**src/keypad_settings.svh**
```systemverilog
`ifndef KEYPAD_SETTINGS_SVH
`define KEYPAD_SETTINGS_SVH

// Scan timing
`define SCAN_DIV       4 // Cycles each column stays driven
`define DEBOUNCE_SCANS 2 // Identical scans before a press counts

`define WORD_LEN 5 // Letters per word

// Key code is {row one-hot, column one-hot}, row 0 and column 0 in the MSB
`define KEY_2             8'b1000_0100 // R0C1
`define KEY_3             8'b1000_0010 // R0C2
`define KEY_4             8'b0100_1000 // R1C0
`define KEY_5             8'b0100_0100 // R1C1
`define KEY_6             8'b0100_0010 // R1C2
`define KEY_7             8'b0010_1000 // R2C0, four letters
`define KEY_8             8'b0010_0100 // R2C1
`define KEY_9             8'b0010_0010 // R2C2, four letters
`define KEY_SUBMIT_LETTER 8'b0001_1000 // R3C0
`define KEY_CLEAR         8'b0001_0100 // R3C1
`define KEY_SUBMIT_WORD   8'b0001_0010 // R3C2
`define KEY_GAME_END      8'b0010_0001 // R2C3

`endif

```
**src/keypad_pkg.sv**
```systemverilog
`default_nettype none

`include "keypad_settings.svh"

package keypad_pkg;

  // Position inside the letter set of the key being tapped
  typedef enum logic [2:0] {
    IDLE, // Nothing selected
    TAP0,
    TAP1,
    TAP2,
    TAP3  // Only reached on keys 7 and 9
  } tap_state_e;

  // What the keypad FSM reports to the word assembler
  typedef enum logic [2:0] {
    EV_NONE,
    EV_LETTER, // Letter committed
    EV_CLEAR,  // Drop partial word
    EV_WORD,   // Word finished
    EV_END     // Game over
  } kb_event_e;

  typedef struct packed {
    kb_event_e  kind;
    logic [7:0] letter; // ASCII, only meaningful with EV_LETTER
  } kb_event_t;

  // First letter sits in letters[0], the lowest byte
  typedef struct packed {
    logic [`WORD_LEN-1:0][7:0] letters;
    logic [2:0]                len;
  } word_t;

endpackage

`default_nettype wire

```
**src/ascii_encoder.sv**
```systemverilog
`timescale 1ns/1ps
`default_nettype none

`include "keypad_settings.svh"

module ascii_encoder
  import keypad_pkg::*;
(
  input  logic [3:0] row,
  input  logic [3:0] col,
  input  tap_state_e tap,
  output logic [7:0] ascii_character // Zero when nothing valid
);
  logic [7:0] base;      // First letter of the set
  logic [2:0] n_letters; // Set size, zero for non-letter keys
  logic [1:0] idx;
  logic       tap_ok;

  // Phone layout
  always_comb begin
    case ({row, col})
      `KEY_2:  {base, n_letters} = {"A", 3'd3};
      `KEY_3:  {base, n_letters} = {"D", 3'd3};
      `KEY_4:  {base, n_letters} = {"G", 3'd3};
      `KEY_5:  {base, n_letters} = {"J", 3'd3};
      `KEY_6:  {base, n_letters} = {"M", 3'd3};
      `KEY_7:  {base, n_letters} = {"P", 3'd4}; // PQRS
      `KEY_8:  {base, n_letters} = {"T", 3'd3};
      `KEY_9:  {base, n_letters} = {"W", 3'd4}; // WXYZ
      default: {base, n_letters} = {8'h00, 3'd0};
    endcase
  end

  always_comb begin
    case (tap)
      TAP0:    {tap_ok, idx} = {1'b1, 2'd0};
      TAP1:    {tap_ok, idx} = {1'b1, 2'd1};
      TAP2:    {tap_ok, idx} = {1'b1, 2'd2};
      TAP3:    {tap_ok, idx} = {1'b1, 2'd3};
      default: {tap_ok, idx} = {1'b0, 2'd0}; // IDLE selects nothing
    endcase
  end

  // TAP3 on a three-letter key falls outside the set
  assign ascii_character = (tap_ok && ({1'b0, idx} < n_letters)) ?
                           base + {6'b0, idx} : 8'h00;

endmodule

`default_nettype wire

```
**src/key_scanner.sv**
```systemverilog
`timescale 1ns/1ps
`default_nettype none

`include "keypad_settings.svh"

module key_scanner (
  input  logic       clk,
  input  logic       nRst,
  input  logic [3:0] rows,      // Bit 3 is row 0
  output logic [3:0] col_drive, // One-hot, bit 3 is column 0
  output logic       strobe,    // One pulse per press
  output logic [7:0] cur_key    // Valid with strobe
);
  localparam int DIV_W = $clog2(`SCAN_DIV) + 1;
  localparam int CNT_W = $clog2(`DEBOUNCE_SCANS) + 1;

  logic [DIV_W-1:0] div_cnt;     // Position inside a column slot
  logic [7:0]       scan_key;    // First key seen in the scan so far
  logic [7:0]       last_key;    // Result of the previous scan
  logic [CNT_W-1:0] same_cnt;    // Identical scans in a row
  logic             armed;       // Cleared after a strobe until an empty scan
  logic [3:0]       first_row;
  logic [7:0]       sample_key;
  logic [7:0]       scan_result;
  logic [CNT_W-1:0] cnt_next;
  logic             slot_end;
  logic             scan_end;
  logic             fire;

  always_comb begin
    casez (rows) // Lowest row index wins within a column
      4'b1???: first_row = 4'b1000;
      4'b01??: first_row = 4'b0100;
      4'b001?: first_row = 4'b0010;
      4'b0001: first_row = 4'b0001;
      default: first_row = 4'b0000;
    endcase
  end

  assign sample_key  = (rows != 4'b0000) ? {first_row, col_drive} : 8'h00;
  assign scan_result = (scan_key != 8'h00) ? scan_key : sample_key; // Earlier column wins
  assign slot_end    = (div_cnt == DIV_W'(`SCAN_DIV - 1));
  assign scan_end    = slot_end && col_drive[0]; // Last column sampled

  always_comb begin
    if (scan_result != last_key)
      cnt_next = CNT_W'(1);
    else if (same_cnt < CNT_W'(`DEBOUNCE_SCANS))
      cnt_next = same_cnt + 1'b1;
    else
      cnt_next = same_cnt; // Saturate while held
  end

  assign fire = scan_end && armed && (scan_result != 8'h00) &&
                (cnt_next == CNT_W'(`DEBOUNCE_SCANS));

  always_ff @(posedge clk, negedge nRst) begin
    if (!nRst) begin
      div_cnt   <= '0;
      col_drive <= 4'b1000; // Column 0 first
      scan_key  <= 8'h00;
      last_key  <= 8'h00;
      same_cnt  <= '0;
      armed     <= 1'b1;
      strobe    <= 1'b0;
    end else begin
      strobe  <= fire;
      div_cnt <= slot_end ? '0 : div_cnt + 1'b1;
      if (slot_end) begin
        col_drive <= {col_drive[0], col_drive[3:1]}; // Next column
        scan_key  <= scan_end ? 8'h00 : scan_result;
      end
      if (scan_end) begin
        last_key <= scan_result;
        same_cnt <= cnt_next;
        if (scan_result == 8'h00)
          armed <= 1'b1; // Key released
        else if (fire)
          armed <= 1'b0; // Held key strobes once
      end
    end
  end

  always_ff @(posedge clk, negedge nRst) begin
    if (!nRst)
      cur_key <= 8'h00;
    else if (fire)
      cur_key <= scan_result;
  end

endmodule

`default_nettype wire

```
**src/keypad_fsm.sv**
```systemverilog
`timescale 1ns/1ps
`default_nettype none

`include "keypad_settings.svh"

module keypad_fsm
  import keypad_pkg::*;
(
  input  logic       clk,
  input  logic       nRst,
  input  logic       strobe,
  input  logic [7:0] cur_key,   // {row, column}
  output kb_event_t  event_out, // One cycle, EV_NONE otherwise
  output logic [7:0] preview    // Letter currently selected
);
  tap_state_e tap;
  tap_state_e next_tap;
  logic [7:0] prev_key;     // Last letter key pressed
  logic [7:0] next_preview;
  logic [7:0] enc_letter;
  kb_event_t  next_event;
  logic       is_letter_key;
  logic       long_set;     // Keys with four letters
  logic       same_key;

  assign is_letter_key = cur_key inside {`KEY_2, `KEY_3, `KEY_4, `KEY_5,
                                         `KEY_6, `KEY_7, `KEY_8, `KEY_9};
  assign long_set = (cur_key == `KEY_7) || (cur_key == `KEY_9);
  assign same_key = (cur_key == prev_key) && (tap != IDLE);

  // Encoder looks at the tap we are moving to, so preview does not lag
  ascii_encoder i_ascii_encoder (
    .row             (cur_key[7:4]),
    .col             (cur_key[3:0]),
    .tap             (next_tap),
    .ascii_character (enc_letter)
  );

  // Tap position
  always_comb begin
    next_tap = tap;
    if (strobe) begin
      case (cur_key)
        `KEY_CLEAR, `KEY_GAME_END, `KEY_SUBMIT_LETTER: next_tap = IDLE;
        default: begin
          if (is_letter_key && same_key) begin
            case (tap)
              TAP0:    next_tap = TAP1;
              TAP1:    next_tap = TAP2;
              TAP2:    next_tap = long_set ? TAP3 : TAP0;
              default: next_tap = TAP0; // TAP3 wraps
            endcase
          end else if (is_letter_key) begin
            next_tap = TAP0; // New key or fresh start
          end
        end
      endcase
    end
  end

  // Preview and event
  always_comb begin
    next_preview = preview;
    next_event   = '{kind: EV_NONE, letter: 8'h00};
    if (strobe) begin
      case (cur_key)
        `KEY_CLEAR: begin
          next_preview    = 8'h00;
          next_event.kind = EV_CLEAR;
        end
        `KEY_GAME_END: begin
          next_preview    = 8'h00;
          next_event.kind = EV_END;
        end
        `KEY_SUBMIT_LETTER: begin
          if (tap != IDLE) // Nothing to commit in IDLE
            next_event = '{kind: EV_LETTER, letter: preview};
        end
        `KEY_SUBMIT_WORD: next_event.kind = EV_WORD;
        default: begin
          if (is_letter_key)
            next_preview = enc_letter;
          // Anything else is an ignored key
        end
      endcase
    end
  end

  always_ff @(posedge clk, negedge nRst) begin
    if (!nRst) begin
      tap       <= IDLE;
      prev_key  <= 8'h00;
      preview   <= 8'h00;
      event_out <= '{kind: EV_NONE, letter: 8'h00};
    end else begin
      tap       <= next_tap;
      preview   <= next_preview;
      event_out <= next_event;
      if (strobe && is_letter_key)
        prev_key <= cur_key; // Ignored keys do not break a tap run
    end
  end

endmodule

`default_nettype wire

```
**src/keypad_top.sv**
```systemverilog
`timescale 1ns/1ps
`default_nettype none

module keypad_top
  import keypad_pkg::*;
(
  input  logic       clk,
  input  logic       nRst,
  input  logic [3:0] rows,         // Bit 3 is row 0
  output logic [3:0] col_drive,    // One-hot, bit 3 is column 0
  output logic [7:0] preview,
  output logic       letter_ready, // Letter committed this cycle
  output word_t      word,
  output logic       word_valid,
  output logic       game_over
);
  logic       strobe;
  logic [7:0] cur_key;
  kb_event_t  kb_event;

  key_scanner i_key_scanner (
    .clk       (clk),
    .nRst      (nRst),
    .rows      (rows),
    .col_drive (col_drive),
    .strobe    (strobe),
    .cur_key   (cur_key)
  );

  keypad_fsm i_keypad_fsm (
    .clk       (clk),
    .nRst      (nRst),
    .strobe    (strobe),
    .cur_key   (cur_key),
    .event_out (kb_event),
    .preview   (preview)
  );

  assign letter_ready = (kb_event.kind == EV_LETTER);

  word_assembler i_word_assembler (
    .clk        (clk),
    .nRst       (nRst),
    .event_in   (kb_event),
    .word       (word),
    .word_valid (word_valid),
    .game_over  (game_over)
  );

endmodule

`default_nettype wire

```
**src/word_assembler.sv**
```systemverilog
`timescale 1ns/1ps
`default_nettype none

`include "keypad_settings.svh"

module word_assembler
  import keypad_pkg::*;
(
  input  logic      clk,
  input  logic      nRst,
  input  kb_event_t event_in,
  output word_t     word,       // Held from the last word submit
  output logic      word_valid, // One cycle per submitted word
  output logic      game_over   // Sticky until reset
);
  word_t acc; // Word being built

  always_ff @(posedge clk, negedge nRst) begin
    if (!nRst) begin
      acc        <= '0;
      word       <= '0;
      word_valid <= 1'b0;
      game_over  <= 1'b0;
    end else begin
      word_valid <= 1'b0;
      if (!game_over) begin // Dead after game end
        case (event_in.kind)
          EV_LETTER: begin
            if (acc.len < 3'(`WORD_LEN)) begin // Full word drops extra letters
              acc.letters[acc.len] <= event_in.letter;
              acc.len              <= acc.len + 3'd1;
            end
          end
          EV_CLEAR: acc <= '0;
          EV_WORD: begin
            word       <= acc; // Empty word goes out with len 0
            word_valid <= 1'b1;
            acc        <= '0;
          end
          EV_END:  game_over <= 1'b1;
          default: ;
        endcase
      end
    end
  end

endmodule

`default_nettype wire
```
**config.mk**
```make
export PLATFORM = sky130hd
export DESIGN_NAME = keypad_top
export DESIGN_NICKNAME = d
export VERILOG_FILES = /design/src/keypad_pkg.sv /design/src/ascii_encoder.sv /design/src/key_scanner.sv /design/src/keypad_fsm.sv /design/src/keypad_top.sv /design/src/word_assembler.sv
export VERILOG_INCLUDE_DIRS = /design/src
export SDC_FILE = /design/constraint.sdc
export NUM_CORES = 1
export LEC_CHECK = 0
export BUFFER_PORTS_ARGS = -buffer_cell sky130_fd_sc_hd__buf_2
export CAP_MARGIN = 0
export CORE_MARGIN = 2
export CORE_UTILIZATION = 63
export DETAILED_ROUTE_END_ITERATION = 12
export HOLD_SLACK_MARGIN = 0.02
export PLACE_DENSITY = 0.85
export SLEW_MARGIN = 20
export SYNTH_ARGS = -nofsm -noshare
export SYNTH_HDL_FRONTEND = slang
export SYNTH_SLANG_ARGS = --single-unit
```
**constraint.sdc**
```tcl
create_clock -name clk -period 7.66 [get_ports clk]
set_input_delay 0.383 -clock clk [delete_from_list [all_inputs] [get_ports clk]]
set_output_delay 0.383 -clock clk [all_outputs]
set_load 0.02 [all_outputs]
```
==> results.toml <==
[status]
outcome = "finished clean"

[timing]
tightest_slew_ps = 889.2
slew_violations = 0
hold_viol = 0
setup_tns_ps = 0
fmaxAchievable_mhz = 266.9
finClkSkew_ps = 9.210
setup_viol = 0
fin_crit_sh_pct = 48.91
slew-limit-headroom_pct = 40.40
period_minus_slack_ps = 3747
rsz0062_at_grt = "no"

[synthesis]
avgSynthCellArea_sq_um = 11.86
netlist_area_sq_mm = 0.006241
ys_ff_latch = 141
synth.largest_area_cell = "dfrtp_1"
yosys-top-cells-area = "dfrtp_1 56%, a22o_1 4.9%, mux2_2 4.1%"
yosys.area.top_type_share_pct = 55.73
ys_seq_area_share_pct = 56.58
synthCells = 526
synthArstFlopShare_pct = 100.0
ys.flop_type = "dfrtp_1"
synth_edf_count = 0
ys_types = 59
yosys_warnings = 0

[setup_path]
crit_top_cell = "o21ai_1"
cp-startpoint = "i_key_scanner.cur_key[7]"
endpoint_kind = "flip-flop"
rrSetupSlack_ps = 3910
required_ps = 8100
crit_path_top_delay_cell = "nor4b_1"
arrival_ps = 4190
cp_max_fo = 10
path_cells = "nor4b_1 -> and3_1 -> nor2_1 -> a41oi_1 -> nand3_1 -> nand3b_1 -> o21ai_1 -> ha_1 -> o31ai_1 -> nand2_1 -> nor3_1 -> nor3_2 -> o21ai_1"
crit_type = "reg -> reg"
regToRegEndpoint = "i_keypad_fsm.preview[2]"
cp_slowest_stage_delay_ps = 730
ff2ff_path_depth = 13
regToRegStartpoint = "i_key_scanner.cur_key[7]"
cp-start-kind = "flip-flop"

[hold_path]
holdPathStages = 3
min_from = "rows[1]"
min_to = "i_key_scanner.scan_key[5]"
hold_class = "in -> reg"

[placed_design]
port_buffers = 57
place.gp.congestion = 0.9193
placed_area_sq_mm = 0.006591
dpl.hpwl_um = 8492

[clock_network]
postCtsSetupBuffers = 0
cts_made_buffers = 17
cts_max_level = 4
cts-resized-gates = 0
clockBufferDepth = 2
cts_sinks = 141
clkTransAtPathRegs_ps = 60
cts-root-buf = "clkbuf_8"
clk_latency_ps = 530
tritoncts = "built"

[power]
pwr-share-comb_pct = 2.3
p_per_area_mw_per_mm2 = 224.8
leakage_uw = 0.003555
peakVddDrop_v = 0.0001159
p_int_uw = 1268
p_sw_share_pct = 21.77
clkPwrFrac_pct = 51.6
pwr-share-seq_pct = 46.2
p_sw_uw = 353.0

[floorplan]
fp.dieArea_sq_mm = 0.01072
start_util_pct = 64.44
ios = 64
rows = 36
die_w_um = 103.5
core_sq_mm = 0.009684
die_y_um = 103.5

[route]
drtIter0Drc = 284
ant_nets = 0
firstDrtPassIters = 5
avgViaCountPerCell = 6.008
wl_per_cell_um = 17.87
drc = 0
routed_wl_um = 12960
vias = 4356

[global_routing]
grt.met2_usage_pct = 41.63
antenna_found_initial = 0
use_met1_pct = 32.94
grt.total_usage_pct = 25.51
grt_overflow = 0
grt_pass1_wl_um = 21760
first_global_vias = 4333
grt-busiest-layer = "met2"
grt_start_max_net_pins = 80
gr-usage-met3_pct = 5.790

[layout]
layout.nets = 592
finish.instance_area_sq_mm = 0.007212
num_antenna_cells = 0
drive_gt1_share_pct = 22.47
areaGrowthSynthToFinish_pct = 15.56
fillers = 596

[job]
cap_viol_max_count = 0
[synth_stat cells (2+ instances only)]
cell / number
dfrtp_1: 139
a22o_1: 35
nand2_1: 33
nor2_1: 26
clkbuf_1: 23
mux2_2: 23
o21ai_0: 23
o21ai_1: 22
inv_1: 19
mux2_1: 19
and2_1: 12
nor3_1: 12
xnor2_1: 12
nand3_1: 10
mux2i_1: 9
xor2_1: 9
nand4_1: 8
and3_1: 7
buf_4: 6
ha_1: 6
nor2b_1: 6
nor4b_1: 6
a31oi_1: 4
a41oi_1: 4
nor3_2: 4
nor3b_1: 3
or2_1: 3
a21bo_2: 2
a21oi_1: 2
a2bb2oi_1: 2
a41oi_2: 2
a41oi_4: 2
and4_1: 2
dfstp_2: 2
nor4_1: 2
nor4_4: 2
o31ai_1: 2
or3_1: 2
[flip-flops by register name (all words and copies together), names as in the netlist]
name and flops:
i_keypad_fsm.tap 3, i_word_assembler.word_valid 1, i_keypad_fsm.preview 7, i_key_scanner.cur_key 8
i_key_scanner.same_cnt 2, i_key_scanner.col_drive 4, i_key_scanner.div_cnt 3, i_word_assembler.acc 38
i_keypad_fsm.event_out 10, i_key_scanner.last_key 8, i_key_scanner.strobe 1, i_word_assembler.game_over 1
i_keypad_fsm.prev_key 8, i_word_assembler.word 38, i_key_scanner.armed 1, i_key_scanner.scan_key 8
[worst max-delay path by stage]
stage,endpoint,slack (ps),cells past startpoint
3_5_place_dp,i_keypad_fsm.preview[2],4070,13
3_3_place_gp,i_keypad_fsm.preview[3],4140,13
4_1_cts,i_keypad_fsm.preview[2],4050,13
6_report,i_keypad_fsm.preview[2],3910,13
5_1_grt,i_keypad_fsm.preview[2],3650,13
2_1_floorplan,i_keypad_fsm.preview[3],4520,14
[metrics by stage]
step | std cells | worst slack, ps | util (%) | hold WS [ps] | total power, uW
2_1_floorplan | 531 | 4523 | - | 87.41 | 780.0
3_3_place_gp | 692 | 4142 | 68.06 | 420.1 | 796.7
3_5_place_dp | 692 | 4072 | 68.06 | 428.9 | 798.1
4_1_cts | 725 | 4052 | 74.42 | 342.8 | 1631
5_1_grt | 725 | 3650 | 74.47 | 412.0 | 1674
6_report | 725 | 3913 | 74.47 | 374.1 | 1621
[power groups by stage]
stage          Clock, uW  Combinational (uW)  Sequential [uW]
3_5_place_dp           0                36.6              762
2_1_floorplan          0                18.7              761
4_1_cts              845                37.6              748
5_1_grt              885                41.4              748
3_3_place_gp           0                35.2              761
6_report             836                36.7              748
[layout by cell type, fill, tap and decap left out, types with 12 or more instances in the layout]
cell type  netlist  routed
dfrtp_1        139     139
buf_2            0      56
a22o_1          35      35
nand2_1         33      33
nor2_1          26      26
o21ai_0         23      23
mux2_2          23      23
o21ai_1         22      22
inv_1           19      19
mux2_1          19      19
clkbuf_16        0      16
and2_1          12      12
xnor2_1         12      12
[critical path, delay by kind of cell (launching register included)]
family | cells | cell delay, ps
DFF | 1 | 510
adders and majority gates | 1 | 230
AOI/OAI and AO/OA | 4 | 920
and+or+nand+nor | 8 | 2000
[area by class of cell]
| cell class | instances | area, sq um | area share, % |
|---|---|---|---|
| repair buffers | 60 | 316.6 | 4.389 |
| inverters | 19 | 71.32 | 0.9889 |
| clock buffers | 19 | 441.7 | 6.124 |
| flip-flops and latches | 141 | 3531 | 48.96 |
| clock inverters | 13 | 163.9 | 2.273 |
| multi-input cells | 340 | 2521 | 34.96 |
| well taps | 133 | 166.4 | 2.307 |
[layer usage]
layer | wire length (um) | up-vias | share of wire (%)
met4 | 294 | 0 | 2.3
met2 | 6520 | 159 | 50
li1 | - | 1997 | -
met3 | 616 | 23 | 4.8
met5 | 0 | - | 0
met1 | 5528 | 2177 | 43
[cell families after synthesis]
family | after synthesis | synth area share, %
compound gates | 111 | 13.35
mux | 51 | 9.022
other cells | 1 | 0.06009
xor+xnor | 21 | 2.947
buf+inv | 50 | 3.488
flops | 141 | 56.58
fa+ha+maj | 7 | 1.524
simple gates | 144 | 13.03
[what timing repair did]
| action | 4_1_cts | 5_1_grt |
|---|---|---|
| hold buffers | 1 | 0 |
| endpoints found under the setup margin | 0 | 0 |
| endpoints found under the hold margin | 78 | 0 |
No activity file was read; power rests on OpenSTA's default activity.
